File: src/tcb_pkg.sv
// TCB subsystem shared definitions
// bus widths, vector types, response delays and the SRAM state encoding

package tcb_pkg;

  ////////////////////
  // bus widths
  ////////////////////

  // address width, one SRAM word per address
  localparam int unsigned TCB_ADR_W = 8;
  // data width for both write and read data
  localparam int unsigned TCB_DAT_W = 32;

  // request address
  typedef logic [TCB_ADR_W-1:0] tcb_adr_t;
  // write data and read data
  typedef logic [TCB_DAT_W-1:0] tcb_dat_t;

  ////////////////////
  // memory and delays
  ////////////////////

  // number of SRAM words, covers the whole address range
  localparam int unsigned TCB_MEM_DEPTH = 2**TCB_ADR_W;

  // cycles from a transfer at the SRAM to its read data
  localparam int unsigned TCB_DLY_SRAM = 1;

  // cycles from a transfer at the top ports to the response
  // the request slice adds exactly one cycle on top of the SRAM
  localparam int unsigned TCB_DLY_TOP = TCB_DLY_SRAM + 1;

  ////////////////////
  // SRAM state machine
  ////////////////////

  // IDLE     no transfer in the previous cycle
  // ACCESS   read transfer in the previous cycle, rdt holds its word
  // RECOVER  write transfer in the previous cycle, array settling
  typedef enum logic [1:0] {
    IDLE    = 2'd0,
    ACCESS  = 2'd1,
    RECOVER = 2'd2
  } sram_state_t;

endpackage

File: src/tcb_if.sv
// TCB point to point bus
// valid/ready request handshake, response data at a fixed delay

`timescale 1ns/1ns

interface tcb_if (
  input logic sub,
  input logic rst_n
);

  ////////////////////
  // handshake
  ////////////////////

  // request valid, driven by the manager
  logic vld;
  // request ready, driven by the subordinate
  logic rdy;

  ////////////////////
  // request
  ////////////////////

  // write enable, low for a read
  logic wen;
  // word address
  tcb_pkg::tcb_adr_t adr;
  // write data, ignored on reads
  tcb_pkg::tcb_dat_t wdt;

  ////////////////////
  // response
  ////////////////////

  // read data, valid at the bus delay after a read transfer
  // no strobe on this bus, the manager counts cycles itself
  tcb_pkg::tcb_dat_t rdt;

  // manager side, issues requests
  modport man (
    input  sub,
    input  rst_n,
    output vld,
    output wen,
    output adr,
    output wdt,
    input  rdy,
    input  rdt
  );

  // subordinate side, serves requests
  modport sbr (
    input  sub,
    input  rst_n,
    input  vld,
    input  wen,
    input  adr,
    input  wdt,
    output rdy,
    output rdt
  );

endinterface

File: src/tcb_register_request.sv
// TCB request path register slice
// breaks the request timing path with one register stage, no bubbles,
// read data passes back unregistered

`timescale 1ns/1ns

module tcb_register_request (
  // from the manager side
  tcb_if.sbr bus_sbr,
  // towards the subordinate side
  tcb_if.man bus_man
);

  ////////////////////
  // handshake
  ////////////////////

  // stage valid, reloaded whenever the upstream is ready
  always_ff @(posedge bus_sbr.sub) begin
    if (!bus_sbr.rst_n) begin
      bus_man.vld <= 1'b0;
    end else if (bus_sbr.rdy) begin
      bus_man.vld <= bus_sbr.vld;
    end
  end

  // take a new request when the stage drains this cycle or is empty
  // checking valid here avoids a bubble after every stall
  assign bus_sbr.rdy = bus_man.rdy | ~bus_man.vld;

  ////////////////////
  // request
  ////////////////////

  // payload, same enable as the valid so a held request stays intact
  always_ff @(posedge bus_sbr.sub) begin
    if (bus_sbr.rdy) begin
      bus_man.wen <= bus_sbr.wen;
      bus_man.adr <= bus_sbr.adr;
      bus_man.wdt <= bus_sbr.wdt;
    end
  end

  ////////////////////
  // response
  ////////////////////

  // no delay on the way back, total delay grows by one only
  assign bus_sbr.rdt = bus_man.rdt;

  ////////////////////
  // checks
  ////////////////////

  // a registered request is held until the subordinate takes it
  property p_hold_until_xfer;
    @(posedge bus_sbr.sub) disable iff (!bus_sbr.rst_n)
      (bus_man.vld && !bus_man.rdy) |=>
        (bus_man.vld && $stable(bus_man.adr) && $stable(bus_man.wen) &&
         $stable(bus_man.wdt));
  endproperty

  a_hold_until_xfer: assert property (p_hold_until_xfer)
    else $error("slice dropped a request before transfer");

endmodule

File: src/flat_wrapper.sv
// flat-port wrapper written by rule: the top's interface ports become plain ports
module tcb_register_request_flat 
  (sub, rst_n, bus_sbr_vld, bus_sbr_wen, bus_sbr_adr, bus_sbr_wdt, bus_sbr_rdy, bus_sbr_rdt, bus_man_vld, bus_man_wen, bus_man_adr, bus_man_wdt, bus_man_rdy, bus_man_rdt);
  tcb_if bus_sbr_i (.sub(sub), .rst_n(rst_n));
  tcb_if bus_man_i (.sub(sub), .rst_n(rst_n));
  input wire logic sub;
  input wire logic rst_n;
  input wire logic [$bits(bus_sbr_i.vld)-1:0] bus_sbr_vld;
  input wire logic [$bits(bus_sbr_i.wen)-1:0] bus_sbr_wen;
  input wire logic [$bits(bus_sbr_i.adr)-1:0] bus_sbr_adr;
  input wire logic [$bits(bus_sbr_i.wdt)-1:0] bus_sbr_wdt;
  output wire logic [$bits(bus_sbr_i.rdy)-1:0] bus_sbr_rdy;
  output wire logic [$bits(bus_sbr_i.rdt)-1:0] bus_sbr_rdt;
  output wire logic [$bits(bus_man_i.vld)-1:0] bus_man_vld;
  output wire logic [$bits(bus_man_i.wen)-1:0] bus_man_wen;
  output wire logic [$bits(bus_man_i.adr)-1:0] bus_man_adr;
  output wire logic [$bits(bus_man_i.wdt)-1:0] bus_man_wdt;
  input wire logic [$bits(bus_man_i.rdy)-1:0] bus_man_rdy;
  input wire logic [$bits(bus_man_i.rdt)-1:0] bus_man_rdt;
  assign bus_sbr_i.vld = bus_sbr_vld;
  assign bus_sbr_i.wen = bus_sbr_wen;
  assign bus_sbr_i.adr = bus_sbr_adr;
  assign bus_sbr_i.wdt = bus_sbr_wdt;
  assign bus_sbr_rdy = bus_sbr_i.rdy;
  assign bus_sbr_rdt = bus_sbr_i.rdt;
  assign bus_man_vld = bus_man_i.vld;
  assign bus_man_wen = bus_man_i.wen;
  assign bus_man_adr = bus_man_i.adr;
  assign bus_man_wdt = bus_man_i.wdt;
  assign bus_man_i.rdy = bus_man_rdy;
  assign bus_man_i.rdt = bus_man_rdt;
  tcb_register_request u_core (.bus_sbr(bus_sbr_i), .bus_man(bus_man_i));
endmodule
File: config.mk
export PLATFORM = sky130hd
export DESIGN_NAME = tcb_register_request_flat
export DESIGN_NICKNAME = d
export VERILOG_FILES = /design/src/tcb_pkg.sv /design/src/tcb_if.sv /design/src/tcb_register_request.sv /design/src/flat_wrapper.sv
export SDC_FILE = /design/constraint.sdc
export NUM_CORES = 1
export LEC_CHECK = 0
export ABC_CLOCK_PERIOD_IN_PS = 1400
export BUFFER_PORTS_ARGS = -buffer_cell sky130_fd_sc_hd__buf_2
export CAP_MARGIN = 20
export CORE_ASPECT_RATIO = 1.75
export CORE_MARGIN = 4
export CORE_UTILIZATION = 35
export CTS_CLUSTER_SIZE = 14
export DETAILED_ROUTE_END_ITERATION = 10
export PLACE_DENSITY = 0.84
export SYNTH_ARGS = -nofsm -noshare
export SYNTH_HDL_FRONTEND = slang
export SYNTH_SLANG_ARGS = --single-unit
File: constraint.sdc
create_clock -name sub -period 1.4 [get_ports sub]
set_input_delay 0.21 -clock sub [delete_from_list [all_inputs] [get_ports sub]]
set_output_delay 0.21 -clock sub [all_outputs]
set_load 0.03 [all_outputs]
Word level (Yosys, flattened, before mapping)
Index checks and enable logic that the tools add are counted.
- bits in registers: 42
- output and inout bits: 75
- word-level logic and storage cells: 6
- bits of input ports: 77
- bitwise logic cells: 2
- operators with widths (cell ; count):
    $not 1->1 ; 1
    $or 1x1->1 ; 1

Logic depth before layout (Yosys ltp)
- depth after elaboration: 2
- mapped depth: 2
- depth with buffers taken out: 2

Worst setup path before layout
OpenSTA, ideal clock, no wires.
- path type: reg-to-reg
- from: register u_core.bus_man.vld
- to: register u_core.bus_man.adr[0], enable pin
- path slack: 0.143 ns
- period minus slack after synthesis: 1.257 ns
- stages on the path, launching flop included: 2
- data required time: 1.036 ns
- path buffers: 0
- setup time: 0.364 ns
- arrival: 0.893 ns
- cell sequence: dfxtp_1 -> nand2b_4
- cells in the longest elaborated chain, start to end: 2
- RTL lines (item ; line ; text):
    start, declared ; tcb_if.sv:43 ; output vld,
    $not 1->1 ; tcb_register_request.sv:29 ; assign bus_sbr.rdy = bus_man.rdy | ~bus_man.vld;
    $or 1x1->1 ; tcb_register_request.sv:29 ;
    via bus_sbr_rdy ; flat_wrapper.sv:12 ; output wire logic [$bits(bus_sbr_i.rdy)-1:0] bus_sbr_rdy;
    end, declared ; tcb_if.sv:45 ; output adr,
The timed path passes the listed nets, and every way through them passes these cells.
A chain may end at the register's enable or synchronous reset.

Worst setup path in the final report
- from: register u_core.bus_man.vld
- to: output port bus_sbr_rdy
- cells in the longest elaborated chain, start to end: 2
- RTL lines (item ; line):
    $not 1->1 ; tcb_register_request.sv:29
    $or 1x1->1 ; tcb_register_request.sv:29
    end, declared ; flat_wrapper.sv:12
Every way passes these cells.

==> results.toml <==
[cells_and_area]
nNetsFinal = 218
drive_gt1_share_pct = 68.8
area_growth_pct = 25.4
n_antenna_cell = 0
design_area_mm2 = 0.00191

[placed_design]
placed_cell_area_mm2 = 0.00180
portBuffers = 87
place_congestion = 0.644

[setup_path]
cp-start-kind = "flip-flop"
cp.arrival_ns = 1.11
cp_slowest_stage_delay_ns = 0.34
r2r_cells = 2
r2r-start = "u_core.bus_man.vld"
crit_slowest_cell = "dfxtp_1"
critical_path.cell_chain = "nand2b_4 -> buf_2"
r2r_end = "u_core.bus_man.wdt[17]"
cp.required_ns = 1.19
critical_path.max_fanout = 18
end_kind = "output port"
rrSetupSlack_ns = 0.32
crit_type = "reg -> out"

[sta]
maxSlewHeadroom_pct = 82.4
setup_violations = 0
tns_ns = 0
finalCriticalPeriod_ns = 1.32
rsz0062_at_grt = "false"
fin_skew_ns = 0.00222
hold_violations = 0
finalMaxSlewViolations = 0
tightest_slew_ns = 0.264
fin_crit_sh_pct = 94.4
fmax_mhz = 757

[power]
power_frac_comb_pct = 13.0
worst_ir_drop_vdd_mv = 0.513
p_per_area_mw_per_mm2 = 1420
intPower_uw = 2100
clockPowerShare_pct = 31.7
p_seq_share_pct = 55.3
total_power_uw = 2700
power.leakage_uw = 0.000857
switchingPower_uw = 606
switching_share_pct = 22.4

[yosys]
synth_area_mm2 = 0.00152
ys_seq_elements = 42
ys.warnings.count = 0
synthesis.nets = 154
synth_cells = 77
yosysSeqAreaShare_pct = 82.3
syn_avg_cell_area_um2 = 19.7
ys_types = 6

[cts]
ctsLongestPathBuffers = 2
cts_resized = 0
cts_tree = "done"
cts-root-buf = "clkbuf_8"
cts_num_sinks = 42
clkTransAtPathRegs_ns = 0.07
post-cts-setup-buffers = 0
clk_latency_ns = 0.28
numCtsBuffers = 5
holdBufCountCts = 0
htreeDepth = 2

[run_status]
outcome = "completed"

[floorplan]
std_cell_rows = 31
dieHeight_um = 95.2
ioPinCount = 152
die-area_mm2 = 0.00550
die_w_um = 57.8
initial_core_util_pct = 36.3
fp.coreArea_mm2 = 0.00419

[hold_path]
hp-start = "bus_sbr_wdt[21]"
worst_hold_path_type = "in -> reg"
worstHoldPathCells = 1
hold_path_end = "u_core.bus_man.wdt[21]"

[drt]
totalWireLength_mm = 3.31
drt-pass1-iter-count = 4
via_count = 842
viasPerCell = 4.43
first_iter_violations = 9
ant_nets = 0
remaining_drc_errors = 0
wl_per_cell_um = 17.4

[global_route]
overflow = 0
grt_max_degree = 20
antenna_found_initial = 0
grt_usage_pct = 11.7
grt_pass1_vias = 899
grt_pass1_wl_mm = 4.55

[job]
drv_cap = 0
-- synth_stat cells (all sizes together) --
master  instances  share of area [%]
edfxtp         41                 81
buf            32                 16
a21boi          1               0.74
dfxtp           1                1.3
inv             1               0.25
nand2b          1               0.91
-- metal layers --
layer / wire [µm] / up-vias / global-route usage [%]
met5: 0 / - / 0
met2: 1730 / 75 / 20.3
met3: 550 / 42 / 6.37
met4: 272 / 0 / 11.6
met1: 759 / 359 / 8.14
li1: - / 366 / -
-- layout by cell type (no fill, tap or decap), drive strengths merged --
cell type   n
edfxtp     41
bufinv      1
buf        89
nand2b      1
clkinv      1
inv         1
clkbuf      5
a21boi      1
dfxtp       1
-- critical path, delay by kind of cell, from the launching register on --
family	cells	cell delay, ns
flops	1	0.34
buf+inv	1	0.25
simple gates	1	0.23
-- flip-flops by register name (all words and copies together), names as in the netlist --
register            count
u_core.bus_man.wdt     32
u_core.bus_man.vld      1
u_core.bus_man.adr      8
u_core.bus_man.wen      1
-- final cells by class --
class / instances / area (µm²)
clock buffer: 5 / 68.8
clock inverter: 2 / 33.8
fill: 376 / 2280
inverter: 1 / 3.75
multi-input combinational: 2 / 25.0
sequential: 42 / 1250
tap: 49 / 61.3
timing repair buffer: 89 / 463
-- power groups by stage --
stage               combinational [µW]  sequential [µW]  clock, µW
floorplan                          194             1700          0
finish                             352             1490        858
CTS                                357             1500        888
global placement                   352             1520          0
detailed placement                 356             1520          0
global route                       371             1500        944
-- kinds of logic (layout without fill, tap and decap cells) --
| family | count (synthesis) | after routing | share of synthesized area (%) |
|---|---|---|---|
| simple gates | 1 | 1 | 0.905 |
| flops | 42 | 42 | 82.3 |
| compound gates | 1 | 1 | 0.741 |
| buf+inv | 33 | 97 | 16.0 |
-- stage by stage --
step,cells,hold WS (ns),util (%),worst slack (ns)
after floorplan,77,0.309,-,0.143
after global placement,183,0.387,43.1,0.338
after detailed placement,183,0.388,43.1,0.315
after CTS,190,0.0923,45.5,0.0616
after global routing,190,0.0820,45.5,0.0110
final,190,0.102,45.5,0.0789
-- worst max-delay path by stage --
stage / start / to / slack [ns] / cells after the start
global route: u_core.bus_man.vld / bus_sbr_rdy / 0.01 / 2
global placement: bus_man_rdy / u_core.bus_man.wdt[2] / 0.34 / 3
detailed placement: bus_man_rdy / u_core.bus_man.wdt[2] / 0.32 / 3
CTS: u_core.bus_man.vld / bus_sbr_rdy / 0.06 / 2
floorplan: u_core.bus_man.vld / u_core.bus_man.adr[0] / 0.14 / 1
finish: u_core.bus_man.vld / bus_sbr_rdy / 0.08 / 2
Power figures use the tool's default switching activity.
